$ cat src/common/dcache_macros.svh
// dcache geometry
// address widths, word widths and the tag/index/offset split
// for the two-way set-associative data cache

`ifndef DCACHE_MACROS_SVH
`define DCACHE_MACROS_SVH

// core address and data
`define DCACHE_ADDR_W   64
`define DCACHE_WORD_W   64
`define DCACHE_STRB_W   8

// address split, tag | index | offset
`define DCACHE_OFFSET_W 3
`define DCACHE_INDEX_W  6
`define DCACHE_TAG_W    55

// one line per set per way
`define DCACHE_SETS     64

`endif

$ cat src/common/dcache_core_pkg.sv
// dcache core-side types
// vector types for the address split, the core request and
// response structs, and the controller state encoding

`include "dcache_macros.svh"

package dcache_core_pkg;

    typedef logic [`DCACHE_ADDR_W-1:0]  addr_t;
    typedef logic [`DCACHE_WORD_W-1:0]  word_t;
    typedef logic [`DCACHE_STRB_W-1:0]  strb_t;
    typedef logic [`DCACHE_TAG_W-1:0]   tag_t;
    typedef logic [`DCACHE_INDEX_W-1:0] index_t;
    typedef logic                       way_t;

    // rd and wr are levels, held until ready
    typedef struct packed {
        logic  rd;
        logic  wr;
        addr_t addr;
        word_t wdata;
        strb_t strb;
    } cpu_req_t;

    typedef struct packed {
        logic  ready;
        word_t rdata;
    } cpu_rsp_t;

    typedef enum logic [1:0] {
        ST_IDLE,
        ST_LOOKUP,
        ST_WRITEBACK,
        ST_REFILL
    } ctrl_state_e;

endpackage

$ cat src/dcache_ctrl/dcache_replace.sv
// dcache replacement
// one LRU bit per set, naming the least recently used way
// victim is the first invalid way, else the LRU way

`timescale 1ns/1ps
`include "dcache_macros.svh"

module dcache_replace
    import dcache_core_pkg::*;
(
    input  logic       clk,
    input  logic       rst_n_i,
    input  index_t     index_i,
    input  logic [1:0] valid_i,
    input  logic       touch_i,
    input  way_t       touch_way_i,
    output way_t       victim_o
);

    logic [`DCACHE_SETS-1:0] lru_q;

    always_ff @(posedge clk) begin
        if (!rst_n_i) begin
            lru_q <= '0;
        end else if (touch_i) begin
            // the other way becomes least recent
            lru_q[index_i] <= ~touch_way_i;
        end
    end

    always_comb begin
        if (!valid_i[0]) begin
            victim_o = 1'b0;
        end else if (!valid_i[1]) begin
            victim_o = 1'b1;
        end else begin
            victim_o = lru_q[index_i];
        end
    end

endmodule

$ cat config.mk
export PLATFORM = sky130hd
export DESIGN_NAME = dcache_replace
export DESIGN_NICKNAME = d
export VERILOG_FILES = /design/src/common/dcache_core_pkg.sv /design/src/dcache_ctrl/dcache_replace.sv
export VERILOG_INCLUDE_DIRS = /design/src /design/src/common
export SDC_FILE = /design/constraint.sdc
export NUM_CORES = 1
export LEC_CHECK = 0
export BUFFER_PORTS_ARGS = -buffer_cell sky130_fd_sc_hd__buf_2
export CORE_MARGIN = 2
export CORE_UTILIZATION = 50
export CTS_BUF_LIST = sky130_fd_sc_hd__clkbuf_8
export DETAILED_ROUTE_END_ITERATION = 10
export GPL_TIMING_DRIVEN = 1
export PLACE_DENSITY = 0.67
export RECOVER_POWER = 50
export SETUP_SLACK_MARGIN = 0.2
export SYNTH_ARGS = -nofsm -noshare
export SYNTH_HDL_FRONTEND = slang
export SYNTH_SLANG_ARGS = --single-unit
$ cat constraint.sdc
create_clock -name clk -period 2.35 [get_ports clk]
set_input_delay 0.235 -clock clk [delete_from_list [all_inputs] [get_ports clk]]
set_output_delay 0.235 -clock clk [all_outputs]
set_load 0.1 [all_outputs]
[Word-level counts from Yosys, hierarchy flattened]
Index checks and enable logic that the tools add are counted.
Word-level totals
  register bits after elaboration: 64
  bits in latches: 0
  bits in writable memories: 0
  memory bits (read-only): 0
  bits of input ports: 12
  output and inout port bits: 1
  logic and storage cells: 12
  memories kept: 0
Operators by class
  $add $sub $neg: 0
  $mul: 0
  divide/modulo/power cells: 0
  magnitude comparators: 2
  equal/unequal tests: 0
  shift operators: 0
  muxes and demuxes: 7
  bitwise logic cells: 1
  reduce and logical (&&, ||, !) cells: 1
Operators with widths (number)
  $bwmux 64: 1
  $lt 6x7->1 const B: 1
  $bmux 1 s6: 1
  $demux 1 s6: 1
  $ge 6x1->1 const B: 1
  $mux 1: 4
  $logic_and 1x1->1: 1
  $not 1->1: 1

[Logic depth before layout (Yosys ltp)]
  word-level depth: 5
  mapped depth: 8
  depth with buffers taken out: 5

[Worst setup path after synthesis]
No wires, ideal clock.
  path kind: reg2out
  from: reg lru_q[31]
  to: out victim_o
  arrival time: 2248 ps
  data required time: 2115 ps
  path slack: -133 ps
  cell stages (with the launch flop): 5
  path buffers: 0
  cell sequence: dfxtp_1 mux4_2 o211a_1 or4b_1 o41a_1
On the way
  word-level cells in the longest chain between the ends: 4
RTL lines
  start, declared: RTL line dcache_replace.sv:20  | logic [`DCACHE_SETS-1:0] lru_q;
  start signal, assigned by index: RTL line dcache_replace.sv:27  | lru_q[index_i] <= ~touch_way_i;
  $bmux 1 s6: RTL line dcache_replace.sv:37  | victim_o = lru_q[index_i];
  $mux 1 (not written as such): RTL line dcache_replace.sv:37
  $mux 1: RTL line dcache_replace.sv:34  | end else if (!valid_i[1]) begin
  $mux 1: RTL line dcache_replace.sv:32  | if (!valid_i[0]) begin
  end, declared: RTL line dcache_replace.sv:17  | output way_t victim_o
Every way passes these cells. The select of a mux whose other input is x is not followed.

[Worst setup path in the final report]
  from: reg lru_q[25]
  to: out victim_o
Same word-level chain as after synthesis.

==> results.toml <==
[run_status]
status = "finished, violations left"
violations = "setup timing"

[clock_network]
clkSinkCount = 64
clk_pin_slew_ns = 0.07
cts_buffers = 9
root_buffer = "clkbuf_8"
cts_tree = "yes"
clock_latency_ns = 0.34
cts_max_level = 3
cts_buffer_depth = 2
cts_setup_buffers = 0

[synth]
ys_seq_elements = 64
synth_area_leaders = "dfxtp_1, o211a_1, nand2_1"
synthMuxAreaShare_pct = 8.140
synthesis.area_sq_mm = 0.003182
synth_compound_area_share_pct = 26.23
ys_seq_area_share_pct = 40.27
synth_edf_count = 0
synth_top_area_share_pct = 40.27
avgSynthCellArea_sq_um = 8.670
synth_adder_area_share_pct = 0
synth_warnings = 0
synthFlopType = "dfxtp_1"
synth_cell_types = 38
syn_inst = 367
synth_top_family_by_area = "compound AO/OA/AOI/OAI gates"
synthesis.nets = 379
synth_xor_area_share_pct = 0
synth_top_cell_by_area = "dfxtp_1"
yosys.area_share.simple_pct = 21.51
async_reset_ff_share_pct = 0

[global_route]
use_met2_pct = 36.44
grt_max_degree = 37
grt_usage_pct = 24.04
grt_pass1_vias = 2593
grt_pass1_wl_mm = 13.19
antenna_found_initial = 0
overflow = 0
met1_usage_pct = 32.81
grt-busiest-layer = "met2"
grtUsageMet3_pct = 5.836

[drt]
totalWireLength_mm = 8.096
drc = 0
antenna_left = 0
routedWlPerCell_um = 17.04
detail_route.iter0.violations = 219
via_count = 2769
drtPass1Iterations = 5
vias_per_cell = 5.829

[timing]
fin_ws_ns = -0.2742
drv_slew = 0
hold_viol_final = 0
setup_tns_ns = -0.2742
setup_viol = 1
rsz0062_at_grt = "yes"
period_share_pct = 111.7
clock.fmax_mhz = 381.1
worstMarginPinSlew_ns = 0.6071
clock_skew_ns = 0
slew-limit-headroom_pct = 59.53
fin_crit_ns = 2.624

[final_layout]
largest_register_ffs = 64
layout_common_cells = "nand2_1, nor2_1, o211a_1"
drive_gt1_share_pct = 16.83
final_common_cell = "nand2_1"
largest_registers = "lru_q: 64 flops"
regMostFlops = "lru_q"
fillers = 582
nNetsFinal = 406
syn_to_final_growth_pct = 15.97
diodes = 0

[floorplan]
start_util_pct = 50.98
core-area_sq_mm = 0.006241
die_area_sq_mm = 0.007017
die_w_um = 83.77
num_rows = 29
die_h_um = 83.77
ios = 13

[place]
port-buffer-count = 12
dpl_worst_slack_ns = -0.1722
dp_hpwl_mm = 5.343
gp_congestion = 0.8652

[critical_path]
slowest_stage = "or4b_4"
crit_arrival_ns = 2.39
timing.reg2reg.setup_slack_ns = 1.69
rr_endpoint = "lru_q[27]$_SDFFE_PN0P_"
worstPathRequired_ns = 2.12
worstPathMaxFanout = 2
crit_buf_inv = 1
cp_top_family = "compound AO/OA/AOI/OAI gates"
timing.rr.start = "lru_q[27]$_SDFFE_PN0P_"
ff2ff_path_depth = 1
cpPeakStageDelay_ns = 0.48
end_kind = "output port"
critPathLaunchType = "flop"
path_cells = "mux4_2 > o211a_1 > or4b_4 > o41a_4 > buf_12"
worst-setup-path-type = "flop to output port"

[pwr]
ir_drop_mv = 0.5361
p_leak_nw = 2.121
power_density_mw_per_mm2 = 607.4

[worst_hold_path]
whs_path_depth = 2
min_path_type = "input port to flop"
hold_end = "lru_q[20]$_SDFFE_PN0P_"
hold_start = "rst_n_i"

[run]
maxCapViolations = 0
-- per-stage QoR --
stage                     instances  total power (W)  utilization, %  instance area, sq um  hold slack [ns]
final                           475         0.002241           59.12                  3690           0.4142
after global routing            475         0.002328           59.12                  3690           0.4353
after CTS                       475         0.002255           59.30                  3701           0.4078
after detailed placement        460         0.001337           55.99                  3495           0.4802
after global placement          460         0.001336           55.99                  3495           0.4777
after floorplan                 367         0.001258               -                  3207           0.4665
-- synthesized netlist by cell type, types with 2 or more instances --
library cell and number:
nand2_1 74, nor2_1 69, o211a_1 65, dfxtp_1 64, clkbuf_1 20, mux2i_1 12, nand3_1 9, a221oi_1 4
mux2_2 4, nor2b_1 4, a21oi_1 3, a22oi_1 3, mux4_2 3, nand3b_1 3, o211ai_1 3, a22o_1 2
buf_2 2, buf_4 2, inv_1 2
-- metal layers --
metal  wire [um]  part of all wire, %  up-vias
li1            -                    -     1369
met1        3762                   46     1307
met2        3709                   46       76
met3         391                  4.8       17
met4         233                  2.9        0
met5           0                    0        -
-- where the power goes --
part	switching (W)	internal [W]	total, W	leakage [nW]
registers	0.00000434	0.00109	0.00110	0.517
clock network	0.000419	0.000503	0.000922	0.103
logic	0.000137	0.0000856	0.000222	1.50
-- worst max path at each step --
stage / slack (ns) / end / from / cells after the start
floorplan: 0.20 / victim_o / lru_q[31]$_SDFFE_PN0P_ / 4
global placement: -0.15 / victim_o / index_i[2] / 8
detailed placement: -0.17 / victim_o / index_i[1] / 8
CTS: -0.29 / victim_o / lru_q[25]$_SDFFE_PN0P_ / 5
global route: -0.32 / victim_o / lru_q[27]$_SDFFE_PN0P_ / 5
finish: -0.27 / victim_o / lru_q[25]$_SDFFE_PN0P_ / 5
-- final cells by class --
cell class	count	area, sq um	area share [%]
timing repair buffer	42	322.8	8.749
inverter	2	7.507	0.2035
multi-input combinational	275	1793	48.59
tap	77	96.34	2.611
clock inverter	5	48.80	1.322
clock buffer	10	137.6	3.730
sequential	64	1284	34.79
-- kinds of logic after synthesis --
kind of cell,after synthesis
simple gates,166
flops,64
mux,20
compound gates,89
buf+inv,28
-- timing repair --
action | in CTS | in global routing
hold buffers | 0 | 0
pin swaps | 0 | 1
gates resized for setup | 6 | 2
setup endpoints to repair | 1 | 1
Note: power is estimated with default switching activity, not from simulation.
