===== config.mk =====
export PLATFORM = sky130hd
export DESIGN_NAME = dcache_ctrl
export DESIGN_NICKNAME = d
export VERILOG_FILES = /design/src/common/dcache_core_pkg.sv /design/src/common/dcache_mem_pkg.sv /design/src/dcache_ctrl/dcache_ctrl.sv
export VERILOG_INCLUDE_DIRS = /design/src /design/src/common
export SDC_FILE = /design/constraint.sdc
export NUM_CORES = 1
export LEC_CHECK = 0
export ABC_AREA = 1
export BUFFER_PORTS_ARGS = -buffer_cell sky130_fd_sc_hd__buf_2
export CORE_AREA = 2 2 281 283
export DETAILED_ROUTE_END_ITERATION = 16
export DIE_AREA = 0 0 283 285
export GPL_ROUTABILITY_DRIVEN = 0
export PLACE_DENSITY = 0.3
export SYNTH_ARGS = -nofsm -noshare
export SYNTH_HDL_FRONTEND = slang
export SYNTH_SLANG_ARGS = --single-unit

===== constraint.sdc =====
create_clock -name clk -period 1.7 [get_ports clk]
set_clock_uncertainty 0.05 [all_clocks]
set_input_delay 0.255 -clock clk [delete_from_list [all_inputs] [get_ports clk]]
set_output_delay 0.255 -clock clk [all_outputs]
set_load 0.005 [all_outputs]

===== src/common/dcache_macros.svh =====
// dcache geometry
// address widths, word widths and the tag/index/offset split
// for the two-way set-associative data cache

`ifndef DCACHE_MACROS_SVH
`define DCACHE_MACROS_SVH

// core address and data
`define DCACHE_ADDR_W   64
`define DCACHE_WORD_W   64
`define DCACHE_STRB_W   8

// address split, tag | index | offset
`define DCACHE_OFFSET_W 3
`define DCACHE_INDEX_W  6
`define DCACHE_TAG_W    55

// one line per set per way
`define DCACHE_SETS     64

`endif


===== src/common/dcache_core_pkg.sv =====
// dcache core-side types
// vector types for the address split, the core request and
// response structs, and the controller state encoding

`include "dcache_macros.svh"

package dcache_core_pkg;

    typedef logic [`DCACHE_ADDR_W-1:0]  addr_t;
    typedef logic [`DCACHE_WORD_W-1:0]  word_t;
    typedef logic [`DCACHE_STRB_W-1:0]  strb_t;
    typedef logic [`DCACHE_TAG_W-1:0]   tag_t;
    typedef logic [`DCACHE_INDEX_W-1:0] index_t;
    typedef logic                       way_t;

    // rd and wr are levels, held until ready
    typedef struct packed {
        logic  rd;
        logic  wr;
        addr_t addr;
        word_t wdata;
        strb_t strb;
    } cpu_req_t;

    typedef struct packed {
        logic  ready;
        word_t rdata;
    } cpu_rsp_t;

    typedef enum logic [1:0] {
        ST_IDLE,
        ST_LOOKUP,
        ST_WRITEBACK,
        ST_REFILL
    } ctrl_state_e;

endpackage


===== src/common/dcache_mem_pkg.sv =====
// dcache memory-side types
// operation code and the request/response structs toward memory

`include "dcache_macros.svh"

package dcache_mem_pkg;

    import dcache_core_pkg::*;

    typedef enum logic {
        MEM_REFILL    = 1'b0,
        MEM_WRITEBACK = 1'b1
    } mem_op_e;

    // valid held with op, addr and wdata until ready
    typedef struct packed {
        logic    valid;
        mem_op_e op;
        addr_t   addr;
        word_t   wdata;
    } mem_req_t;

    typedef struct packed {
        logic  ready;
        word_t rdata;
    } mem_rsp_t;

endpackage


===== src/dcache_ctrl/dcache_ctrl.sv =====
// dcache controller
// serves one core request at a time: lookup, write-back of a
// dirty victim, refill from memory, then a replayed lookup

`timescale 1ns/1ps
`include "dcache_macros.svh"

module dcache_ctrl
    import dcache_core_pkg::*;
    import dcache_mem_pkg::*;
(
    input  logic        clk,
    input  logic        rst_n_i,
    input  cpu_req_t    cpu_req_i,
    output cpu_rsp_t    cpu_rsp_o,
    output mem_req_t    mem_req_o,
    input  mem_rsp_t    mem_rsp_i,
    input  logic [1:0]  way_hit_i,
    input  logic [1:0]  way_valid_i,
    input  logic [1:0]  way_dirty_i,
    input  tag_t [1:0]  way_tag_i,
    input  word_t [1:0] way_rdata_i,
    input  way_t        victim_i,
    output strb_t [1:0] wr_strb_o,
    output word_t       wr_data_o,
    output logic [1:0]  fill_o,
    output logic [1:0]  mark_dirty_o,
    output logic        touch_o,
    output way_t        touch_way_o
);

    ctrl_state_e state_q;
    ctrl_state_e state_d;
    way_t        victim_q;
    way_t        hit_way;
    index_t      req_index;
    logic        hit;
    logic        victim_dirty;
    logic        refill_done;

    assign req_index    = cpu_req_i.addr[`DCACHE_OFFSET_W +: `DCACHE_INDEX_W];
    assign hit          = |way_hit_i;
    // at most one way hits
    assign hit_way      = way_hit_i[1];
    assign victim_dirty = way_valid_i[victim_i] & way_dirty_i[victim_i];
    assign refill_done  = (state_q == ST_REFILL) && mem_rsp_i.ready;

    always_ff @(posedge clk) begin
        if (!rst_n_i) begin
            state_q  <= ST_IDLE;
            victim_q <= 1'b0;
        end else begin
            state_q <= state_d;
            // victim fixed for the whole miss
            if ((state_q == ST_LOOKUP) && !hit) begin
                victim_q <= victim_i;
            end
        end
    end

    always_comb begin
        state_d = state_q;
        case (state_q)
            ST_IDLE: begin
                if (cpu_req_i.rd || cpu_req_i.wr) begin
                    state_d = ST_LOOKUP;
                end
            end
            ST_LOOKUP: begin
                if (hit) begin
                    state_d = ST_IDLE;
                end else if (victim_dirty) begin
                    state_d = ST_WRITEBACK;
                end else begin
                    state_d = ST_REFILL;
                end
            end
            ST_WRITEBACK: begin
                if (mem_rsp_i.ready) begin
                    state_d = ST_REFILL;
                end
            end
            ST_REFILL: begin
                // back through idle so the arrays are read again
                if (mem_rsp_i.ready) begin
                    state_d = ST_IDLE;
                end
            end
            default: begin
                state_d = ST_IDLE;
            end
        endcase
    end

    // core response
    always_comb begin
        cpu_rsp_o.ready = (state_q == ST_LOOKUP) && hit;
        cpu_rsp_o.rdata = way_rdata_i[hit_way];
    end

    // memory request, line-aligned
    always_comb begin
        mem_req_o = '0;
        case (state_q)
            ST_WRITEBACK: begin
                mem_req_o.valid = 1'b1;
                mem_req_o.op    = MEM_WRITEBACK;
                mem_req_o.addr  = {way_tag_i[victim_q], req_index, {`DCACHE_OFFSET_W{1'b0}}};
                mem_req_o.wdata = way_rdata_i[victim_q];
            end
            ST_REFILL: begin
                mem_req_o.valid = 1'b1;
                mem_req_o.op    = MEM_REFILL;
                mem_req_o.addr  = {cpu_req_i.addr[`DCACHE_ADDR_W-1:`DCACHE_OFFSET_W],
                                   {`DCACHE_OFFSET_W{1'b0}}};
            end
            default: begin
                mem_req_o = '0;
            end
        endcase
    end

    // array updates and LRU touch
    always_comb begin
        wr_strb_o    = '0;
        fill_o       = '0;
        mark_dirty_o = '0;
        touch_o      = 1'b0;
        touch_way_o  = hit_way;
        wr_data_o    = cpu_req_i.wdata;
        if ((state_q == ST_LOOKUP) && hit) begin
            touch_o = 1'b1;
            if (cpu_req_i.wr) begin
                wr_strb_o[hit_way]    = cpu_req_i.strb;
                mark_dirty_o[hit_way] = 1'b1;
            end
        end
        if (refill_done) begin
            wr_data_o           = mem_rsp_i.rdata;
            wr_strb_o[victim_q] = '1;
            fill_o[victim_q]    = 1'b1;
            touch_o             = 1'b1;
            touch_way_o         = victim_q;
        end
    end

endmodule


# ---- Word-level counts from Yosys, hierarchy flattened
# Index checks and enable logic that the tools add are counted.
dict set report op_classes {
  magnitude_cmp 5
  eq_ne 6
  n_mux 36
  bitwise_logic 3
  reduce_logical 10
}
# cell n
set ops {}
lappend ops {{64-bit 2-to-1 mux} 6}
lappend ops {{66-bit case mux with 2 select lines} 1}
lappend ops {{55-bit 2-to-1 mux} 2}
lappend ops {{16-bit 2-to-1 mux} 3}
lappend ops {{16-bit bitwise AND} 1}
lappend ops {{8-bit demux with 1-bit select} 2}
lappend ops {{8-bit 2-to-1 mux} 2}
lappend ops {{16-bit bitwise OR} 1}
lappend ops {{2-bit 2-to-1 mux} 7}
lappend ops {{1-bit 2-to-1 mux} 10}
lappend ops {{2-bit case mux with 4 select lines} 1}
lappend ops {{1-bit by 2-bit < comparator with 1-bit output (second input constant)} 3}
lappend ops {{2-bit != test (second input constant)} 3}
lappend ops {{1-bit logical AND} 5}
lappend ops {{2-bit == test (second input constant)} 2}
lappend ops {{3-bit AND reduction} 1}
lappend ops {{1-bit demux with 1-bit select} 2}
lappend ops {{2-bit by 1-bit == test with 1-bit output (second input constant)} 1}
lappend ops {{1-bit >= comparator (second input constant)} 2}
lappend ops {{2-bit zero test} 1}
lappend ops {{2-bit OR reduction} 1}
lappend ops {{1-bit bitwise AND} 1}
lappend ops {{1-bit zero test} 1}
lappend ops {{1-bit logical OR} 1}
dict set report word_totals {
  regBits 3
  input_bits 450
  out_inout_bits 281
  elab_cells 62
}

# ---- Depth between registers and ports, before layout
# Gate-level depths: netlist of run 1.
dict set report depth {
  word_depth 9
  depth_mapped 8
  depth_no_buf 7
}

# ---- Worst setup path before layout of run 1
# OpenSTA, ideal clock, no wires.
dict set report synth_path {
  kind {register -> output}
  from {register (tool-made name)}
  to {output port wr_strb_o[0] (netlist name)}
  arrival_time_ns 1.084
  t_required_ns 1.395
  path_slack_ns 0.311
  path_stages_with_launch 7
  path_buffers 1
  path_cell_list {dfxtp_1 -> buf_2 -> nor2_4 -> nand2_4 -> nor3_4 -> nand2_1 -> nand2_1}
}
# item line
set synth_rtl {}
lappend synth_rtl {{end, declared} dcache_ctrl.sv:24} ;# output strb_t [1:0] wr_strb_o,

# ---- Worst setup path after layout of run 1
dict set report layout_path {
  from {register state_q[0]}
  to {output port wr_data_o[38]}
}
dict set report layout_between {
  elab_chain_cells 3
}
# item line
set layout_lines {}
lappend layout_lines {{start, declared} dcache_ctrl.sv:32} ;# ctrl_state_e state_q;
lappend layout_lines {{start signal, assigned} dcache_ctrl.sv:53} ;# state_q <= state_d;
lappend layout_lines {{2-bit == test} dcache_ctrl.sv:46} ;# assign refill_done = (state_q == ST_REFILL) && mem_rsp_i.ready;
lappend layout_lines {{1-bit logical AND} dcache_ctrl.sv:46}
lappend layout_lines {{64-bit 2-to-1 mux} dcache_ctrl.sv:138} ;# if (refill_done) begin
lappend layout_lines {{end, declared} dcache_ctrl.sv:25} ;# output word_t wr_data_o,
# Every way passes these cells.

==> flow_metrics.env, run 1 <==
export IMPL_status="complete, but fails checks"
export IMPL_violations="negative setup slack"
export IMPL_slowest_stage="dfxtp_2"
export IMPL_synth_ff_latch_count=3
export IMPL_grt_pass1_vias=9067
export IMPL_antenna_found_initial=17
export IMPL_dieHeight_um=285
export IMPL_cts_buffers=3
export IMPL_drt_wl_total_um=49800
export IMPL_dpl_hpwl_um=40900
export IMPL_hold_buffers=0
export IMPL_reg2regPathDepth=8
export IMPL_slew_viol_final=0
export IMPL_ioPinCount=731
export IMPL_dieArea_um2=80700
export IMPL_min_path_type="in -> reg"
export IMPL_p_per_area_nw_per_um2=265
export IMPL_root_buffer="clkbuf_16"
export IMPL_synth_top_area_cell="nand2_1"
export IMPL_core_area_um2=78000
export IMPL_ys_warn_count=0
export IMPL_syn_area_um2=3970
export IMPL_fillers=9313
export IMPL_max_freq_mhz=534
export IMPL_routedWlPerCell_um=18.3
export IMPL_htreeDepth=1
export IMPL_overflow=0
export IMPL_final_nets=2123
export IMPL_hold_viol=0
export IMPL_io_buffers=724
export IMPL_cp_depth=10
export IMPL_leakage_nw=6.02
export IMPL_synth_yosys_seq_area_share=0.0151
export IMPL_finalPower_mw=2.87
export IMPL_critPathMaxFanout=10
export IMPL_crit_buf_inv=6
export IMPL_ir_drop_mv=0.300
export IMPL_synth_cell_types=23
export IMPL_netlist_instances=903
export IMPL_avgSynthCellArea_um2=4.40
export IMPL_path_class="reg -> out"
export IMPL_drt_first_iter_violations=251
export IMPL_fin_crit_sh=1.10
export IMPL_finalSetupViolCount=198
export IMPL_setup_ws_ps=-174
export IMPL_synthTopCellsByArea="nand2_1, o21ai_0, o21ai_1"
export IMPL_crit_family="buffers and inverters"
export IMPL_clockBufferDepth=2
export IMPL_vias=8919
export IMPL_cpPeakStageDelay_ps=320
export IMPL_cts_tree="built"
export IMPL_cap_violations=0
export IMPL_postRouteAntennaNets=0
export IMPL_cts_sinks=3
export IMPL_endpoint="wr_data_o[38]"
export IMPL_startpoint="state_q[0]$_SDFFE_PN0P_"
export IMPL_firstDrtPassIters=5
export IMPL_cp_arrival_ps=1570
export IMPL_drive_above_1_share=0.562
export IMPL_endpoint_kind="output pin"
export IMPL_rrSetupSlack_ps=550
export IMPL_grt_setup_unrepaired="true"
export IMPL_grt_max_degree=37
export IMPL_holdWs_ps=229
export IMPL_area_growth_pct=174
export IMPL_grt_first_pass_wirelength_um=65000
export IMPL_die_x_um=283
export IMPL_dpl_worst_slack_ps=-141
export IMPL_grt_total_usage=0.111
export IMPL_path_common_cell="nand2_2"
export IMPL_required_ps=1390
export IMPL_routed_via_density=3.27
export IMPL_worstReg2RegEnd="state_q[0]$_SDFFE_PN0P_"
export IMPL_clk_insertion_delay_late_ps=220
export IMPL_crit_path_start_kind="flop"
export IMPL_clkSlewWorstSetupHoldPaths_ps=30
export IMPL_start_util=0.0509
export IMPL_synth_top_cell_area_share=0.344
export IMPL_crit_chain="buf_4 -> nand2_2 -> nor2_4 -> buf_12 -> inv_12 -> buf_12 -> buf_4 -> nand2_2 -> nand2_2 -> buf_6"
export IMPL_drc_errors=0
export IMPL_num_rows=103
export IMPL_period_minus_slack_ps=1870
## layout make-up
type | instances | area, um2 | area share
timing repair buffer | 839 | 5460 | 0.503
multi-input combinational | 741 | 3540 | 0.326
tap | 1050 | 1310 | 0.121
inverter | 84 | 377 | 0.0347
clock buffer | 4 | 78.8 | 0.00726
sequential | 3 | 68.8 | 0.00634
antenna | 4 | 10.0 | 0.000922
timing repair inverter | 1 | 8.76 | 0.000807
## per-layer routing
layer  global-route usage  up-vias  wire length (um)
met5                    0        -               108
met1                0.114     3946             18300
met4               0.0323       18              1410
met2                0.207      472             25300
met3               0.0415       60              4670
li1                     -     4423                 -
## Yosys cell counts
| master | number |
|---|---|
| a21oi_1 | 67 |
| a31oi_1 | 1 |
| buf_1 | 1 |
| buf_2 | 35 |
| buf_4 | 9 |
| buf_6 | 1 |
| clkbuf_1 | 31 |
| conb_1 | 1 |
| dfxtp_1 | 3 |
| inv_1 | 78 |
| inv_2 | 5 |
| inv_4 | 1 |
| nand2_1 | 364 |
| nand2_2 | 1 |
| nand2_4 | 2 |
| nand3_1 | 2 |
| nand3b_1 | 1 |
| nor2_1 | 58 |
| nor2_2 | 1 |
| nor2_4 | 1 |
| nor3_4 | 2 |
| o21ai_0 | 133 |
| o21ai_1 | 105 |
## power by group
part           internal (mW)  switching [mW]  leakage (nW)
clock                  0.310          0.0650        0.0382
combinational           1.17            1.23          5.96
sequential            0.0772          0.0128        0.0264
total                   1.56            1.31          6.02
## worst min path at each step
stage	from	to	slack [ps]	cells past startpoint
after floorplan	rst_n_i	flop	340	2
after global placement	rst_n_i	victim_q$_SDFFE_PN0P_	470	3
after detailed placement	rst_n_i	victim_q$_SDFFE_PN0P_	460	3
after CTS	rst_n_i	victim_q$_SDFFE_PN0P_	230	3
after global routing	rst_n_i	flop	260	3
final	rst_n_i	flop	230	3
## stage by stage
step	setup TNS, ps	util	instances	cell area, um2
3_5_place_dp	-2730	0.120	2685	9390
5_1_grt	-35300	0.139	2726	10900
6_report	-17940	0.139	2726	10900
4_1_cts	-25850	0.131	2705	10200
2_1_floorplan	0	-	905	3980
3_3_place_gp	-1680	0.120	2685	9390
## tightest hold or removal path, cell delays in order
cell and delay, ps:
buf_2 100, inv_1 70, a31oi_1 40
## cells by family after synthesis
group                  Yosys count  synth area share
flip-flops                       3            0.0151
buffers and inverters          161             0.174
AO/OA/AOI/OAI                  306             0.386
other                            1          0.000945
AND/OR/NAND/NOR                432             0.423
## what timing repair did
action / 4_1_cts / 5_1_grt
pin swaps: 9 / 22
setup buffers: 8 / 5
gates cloned: 8 / 14
gates resized for setup: 142 / 78
endpoints found under the setup margin: 204 / 217
## cells in the final DEF (no fill, tap or decap), types with 3 or more instances in the layout
cell type | synthesis | layout
buf_8 | 0 | 6
a21oi_2 | 0 | 8
buf_6 | 1 | 43
buf_12 | 0 | 19
diode_2 | 0 | 4
buf_16 | 0 | 8
conb_1 | 1 | 3
nand2_8 | 0 | 3
nor2_1 | 58 | 58
nand2_4 | 2 | 10
buf_4 | 9 | 61
clkbuf_16 | 0 | 16
o21ai_1 | 105 | 99
inv_1 | 78 | 77
nand2_2 | 1 | 49
o21ai_0 | 133 | 126
nand2_1 | 364 | 305
a21oi_1 | 67 | 59
buf_2 | 35 | 687
o21ai_2 | 0 | 13
Note: power is estimated with default switching activity, not from simulation.
==> inputs of run 2 (changes only) <==
--- a/config.mk
+++ b/config.mk
@@ -10,5 +10,5 @@
 export BUFFER_PORTS_ARGS = -buffer_cell sky130_fd_sc_hd__buf_2
-export CORE_AREA = 2 2 281 283
+export CORE_AREA = 2 2 283 285
 export DETAILED_ROUTE_END_ITERATION = 16
-export DIE_AREA = 0 0 283 285
+export DIE_AREA = 0 0 285 287
 export GPL_ROUTABILITY_DRIVEN = 0
==> constraint.sdc (replaced) <==
create_clock -name clk -period 1.6 [get_ports clk]
set_clock_uncertainty 0.05 [all_clocks]
set_input_delay 0.08 -clock clk [delete_from_list [all_inputs] [get_ports clk]]
set_output_delay 0.08 -clock clk [all_outputs]
set_load 0.005 [all_outputs]
==> run 2 against run 1 <==
Effect of this change:
- the run still ends with negative setup slack left
- clock power grew 6.1%
- sequential power up 3.7%
- worst hold slack worse by 130 ps
- via count is 2.0% higher
- clock-buffer cell count unchanged
- final cell count increased by 0.81%
==> flow_metrics.env, run 2 (synthesized netlist as in run 1, its figures left out) <==
export IMPL_status="complete, but fails checks"
export IMPL_violations="negative setup slack"
export IMPL_p_per_area_nw_per_um2=288
export IMPL_htreeDepth=1
export IMPL_hold_viol=0
export IMPL_cp_arrival_ps=1600
export IMPL_die_x_um=285
export IMPL_path_common_cell="nand2_4"
export IMPL_leakage_nw=6.33
export IMPL_ir_drop_mv=0.270
export IMPL_place_area_um2=9260
export IMPL_setup_ws_ps=-127
export IMPL_area_growth_pct=192
export IMPL_instances_no_fill=2748
export IMPL_start_util=0.0505
export IMPL_clockBufferDepth=2
export IMPL_endpoint_kind="output pin"
export IMPL_slew_viol_final=0
export IMPL_crit_buf_inv=4
export IMPL_grt_pass1_vias=9085
export IMPL_required_ps=1470
export IMPL_crit_family="buffers and inverters"
export IMPL_ioPinCount=731
export IMPL_final_cell_mix="buf_2, nand2_1, o21ai_1"
export IMPL_core_area_um2=78600
export IMPL_drc_errors=0
export IMPL_overflow=0
export IMPL_cts_tree="built"
export IMPL_final_nets=2145
export IMPL_clkSlewWorstSetupHoldPaths_ps=30
export IMPL_crit_chain="buf_6 -> nor2_4 -> nand2_4 -> nor3_4 -> buf_12 -> clkbuf_16 -> nand2_4 -> nand2_1 -> buf_2"
export IMPL_firstDrtPassIters=5
export IMPL_grt_first_pass_wirelength_um=66400
export IMPL_io_buffers=724
export IMPL_cts_sinks=3
export IMPL_finalSetupViolCount=115
export IMPL_final_util=0.147
export IMPL_holdWs_ps=94.7
export IMPL_crit_path_start_kind="flop"
export IMPL_drive_above_1_share=0.581
export IMPL_dieHeight_um=287
export IMPL_max_freq_mhz=579
export IMPL_stdcell_area_um2=11600
export IMPL_clk_insertion_delay_late_ps=220
export IMPL_dpl_hpwl_um=40200
export IMPL_root_buffer="clkbuf_16"
export IMPL_drt_wl_total_um=53600
export IMPL_slowest_stage="dfxtp_2"
export IMPL_dieArea_um2=81800
export IMPL_final_common_cell="buf_2"
export IMPL_num_rows=103
export IMPL_routedWlPerCell_um=19.5
export IMPL_routed_via_density=3.31
export IMPL_cts_buffers=3
export IMPL_postRouteAntennaNets=0
export IMPL_grt_setup_unrepaired="true"
export IMPL_fin_crit_sh=1.08
export IMPL_critPathMaxFanout=11
export IMPL_min_path_type="in -> reg"
export IMPL_grt_total_usage=0.113
export IMPL_period_minus_slack_ps=1730
export IMPL_path_class="reg -> out"
export IMPL_cap_violations=0
export IMPL_cpPeakStageDelay_ps=330
export IMPL_vias=9099
export IMPL_dp_cells=2662
export IMPL_antenna_found_initial=17
export IMPL_drt_first_iter_violations=231
export IMPL_grt_max_degree=101
run 2: cell count changes in the layout (fill, tap and decap cells not counted), moves of 5 or more:
cell       before  now
buf_16          8   18
o21ai_2        13   20
o21ai_1        99  108
nand2_2        49   56
buf_4          61   43
clkbuf_16      16   21
o21ai_0       126  106
buf_6          43   50
buf_12         19   35
run 2: stage by stage:
stage	setup WS (ps)	TNS [ps]	power [mW]
2_1_floorplan	386	0	0.799
3_3_place_gp	-13.2	-13.2	2.34
3_5_place_dp	5.95	0	2.31
4_1_cts	-131	-8020	3.08
5_1_grt	-190	-18730	3.63
6_report	-127	-4480	3.34
run 2: tightest hold or removal path: cells and delay by family:
family / cells / cell delay [ps]
compound gates: 1 / 40
buf+inv: 2 / 200
run 2: cell type report:
type | instances | area [um2]
Tap cell | 1050 | 1310
Timing Repair inverter | 2 | 22.5
Timing Repair Buffer | 860 | 6110
Antenna cell | 4 | 10.0
Multi-Input combinational cell | 741 | 3620
Clock buffer | 4 | 78.8
Fill cell | 9262 | 67000
Sequential cell | 3 | 66.3
Inverter | 84 | 364
run 2: report_power, final:
group	switching (mW)	total (mW)	internal, mW
Clock	0.0694	0.398	0.329
Sequential	0.0106	0.0933	0.0827
Combinational	1.43	2.85	1.42
Total	1.51	3.34	1.83
run 2: metal layers:
layer,track usage,vias to the layer above,share of wire
li1,-,4476,-
met1,0.133,4086,0.42
met2,0.213,495,0.50
met3,0.0262,34,0.072
met4,0.0111,8,0.0099
met5,0,-,0.0010
run 2: what timing repair did:
| item | 4_1_cts | 5_1_grt |
|---|---|---|
| hold buffers | 0 | 0 |
| buffers inserted | 18 | 24 |
| pin swaps | 27 | 25 |
| gates resized for setup | 170 | 121 |
| setup endpoints to repair | 185 | 200 |
| cloned | 18 | 20 |
run 2: final timing paths:
| kind | start | endpoint | slack (ps) | depth (start not counted) |
|---|---|---|---|---|
| min reg2reg | flop | flop | 620 | 3 |
| max reg2reg | flop | victim_q$_SDFFE_PN0P_ | 400 | 6 |
| min | rst_n_i | flop | 90 | 3 |
| max | flop | wr_strb_o[5] | -130 | 9 |
==> inputs of run 3 (changes only) <==
SKIP_CTS_REPAIR_TIMING = 1   (was unset)
==> run 3 against run 2 <==
Effect of this change:
- the run still ends with negative setup slack left
- design area decreased by 4.4%
- core utilization is 0.65 points lower
- wire length decreased by 0.34%
- first-iteration DRC count up 23%
- clock-buffer cell count is the same
- combinational power decreased by 4%
- maximum frequency is 1.7% lower
- clock power barely moved
- worst setup slack worse by 30 ps
- via count decreased by 1.1%
==> flow_metrics.env, run 3 (synthesized netlist as in run 1, its figures left out) <==
export IMPL_core_area_um2=78600
export IMPL_overflow=0
export IMPL_slew_viol_final=0
export IMPL_critPathMaxFanout=11
export IMPL_max_freq_mhz=569
export IMPL_final_setup_tns_ps=-5460
export IMPL_cts_tree="built"
export IMPL_drt_wl_total_um=53400
export IMPL_dieArea_um2=81800
export IMPL_status="complete, but fails checks"
export IMPL_cts_sinks=3
export IMPL_dieHeight_um=287
export IMPL_period_minus_slack_ps=1760
export IMPL_clk_insertion_delay_late_ps=220
export IMPL_holdWs_ps=94.9
export IMPL_cpPeakStageDelay_ps=340
export IMPL_area_growth_pct=179
export IMPL_crit_chain="buf_6 -> nor2_4 -> nand2_4 -> nor3_4 -> buf_12 -> clkbuf_16 -> nand2_1 -> nand2_1 -> buf_2"
export IMPL_drive_above_1_share=0.584
export IMPL_path_class="reg -> out"
export IMPL_final_nets=2121
export IMPL_firstDrtPassIters=5
export IMPL_ir_drop_mv=0.273
export IMPL_cap_violations=0
export IMPL_grt_max_degree=101
export IMPL_ioPinCount=731
export IMPL_leakage_nw=6.04
export IMPL_clockBufferDepth=2
export IMPL_die_x_um=285
export IMPL_final_util=0.141
export IMPL_vias=8999
export IMPL_place_area_um2=9260
export IMPL_setup_ws_ps=-157
export IMPL_crit_path_start_kind="flop"
export IMPL_num_rows=103
export IMPL_violations="negative setup slack"
export IMPL_io_buffers=724
export IMPL_finalPower_mw=3.25
export IMPL_stdcell_area_um2=11100
export IMPL_grt_setup_unrepaired="true"
export IMPL_htreeDepth=1
export IMPL_start_util=0.0505
export IMPL_grt_first_pass_wirelength_um=60800
export IMPL_grt_pass1_vias=8723
export IMPL_endpoint_kind="output pin"
export IMPL_final_cell_mix="buf_2, nand2_1, inv_1"
export IMPL_routed_via_density=3.30
export IMPL_clkSlewWorstSetupHoldPaths_ps=30
export IMPL_grt_total_usage=0.102
export IMPL_slowest_stage="dfxtp_2"
export IMPL_required_ps=1470
export IMPL_drt_first_iter_violations=283
export IMPL_final_common_cell="buf_2"
export IMPL_cp_arrival_ps=1630
export IMPL_postRouteAntennaNets=0
export IMPL_path_common_cell="nand2_1"
export IMPL_routedWlPerCell_um=19.6
export IMPL_min_path_type="in -> reg"
export IMPL_dpl_hpwl_um=40200
export IMPL_fin_crit_sh=1.10
export IMPL_p_per_area_nw_per_um2=293
export IMPL_hold_viol=0
export IMPL_root_buffer="clkbuf_16"
export IMPL_cts_buffers=3
export IMPL_drc_errors=0
export IMPL_antenna_found_initial=14
export IMPL_finalSetupViolCount=121
==> run 3: cell types whose count changed in the layout (fill, tap and decap cells not counted), moves of 31 or more <==
cell and change:
o21ai_1 -31, buf_6 -32, nand2_1 +52, nand2_2 -46, o21ai_0 -31, o21ai_2 +57
==> run 3: layout make-up <==
class / count / area, um2
fill: 9321 / 67500
timing repair buffer: 837 / 5490
multi-input combinational: 741 / 3750
tap: 1050 / 1310
inverter: 84 / 360
clock buffer: 4 / 78.8
sequential: 3 / 66.3
antenna: 5 / 12.5
timing repair inverter: 1 / 8.76
==> run 3: critical path, delay by kind of cell (launching register included) <==
family        cells  cell delay (ps)
buf+inv           4              540
flops             1              340
simple gates      5              510
==> run 3: per-layer routing <==
metal  global-route usage  vias up  wire length [um]
li1                     -     4437                 -
met1                0.113     4037             21500
met2                0.199      479             26800
met3               0.0261       38              4320
met4              0.00772        8               632
met5                    0        -                55
==> run 3: worst paths after layout <==
check             startpoint               endpoint  slack, ps  depth (start not counted)
setup / recovery        flop           wr_strb_o[5]       -160                          9
hold / removal       rst_n_i                   flop         90                          3
setup reg to reg        flop  victim_q$_SDFFE_PN0P_        390                          6
hold reg to reg         flop                   flop        650                          3
==> run 3: through the flow <==
| stage | setup slack (ps) | instances |
|---|---|---|
| 3_3_place_gp | -13.2 | 2662 |
| 3_5_place_dp | 5.95 | 2662 |
| 6_report | -157 | 2725 |
| 5_1_grt | -214 | 2721 |
| 2_1_floorplan | 386 | 905 |
| 4_1_cts | -231 | 2666 |
==> run 3: power breakdown <==
group          switching (mW)  internal, mW
registers              0.0118        0.0827
logic                    1.44          1.31
clock network          0.0689         0.329
total                    1.52          1.72
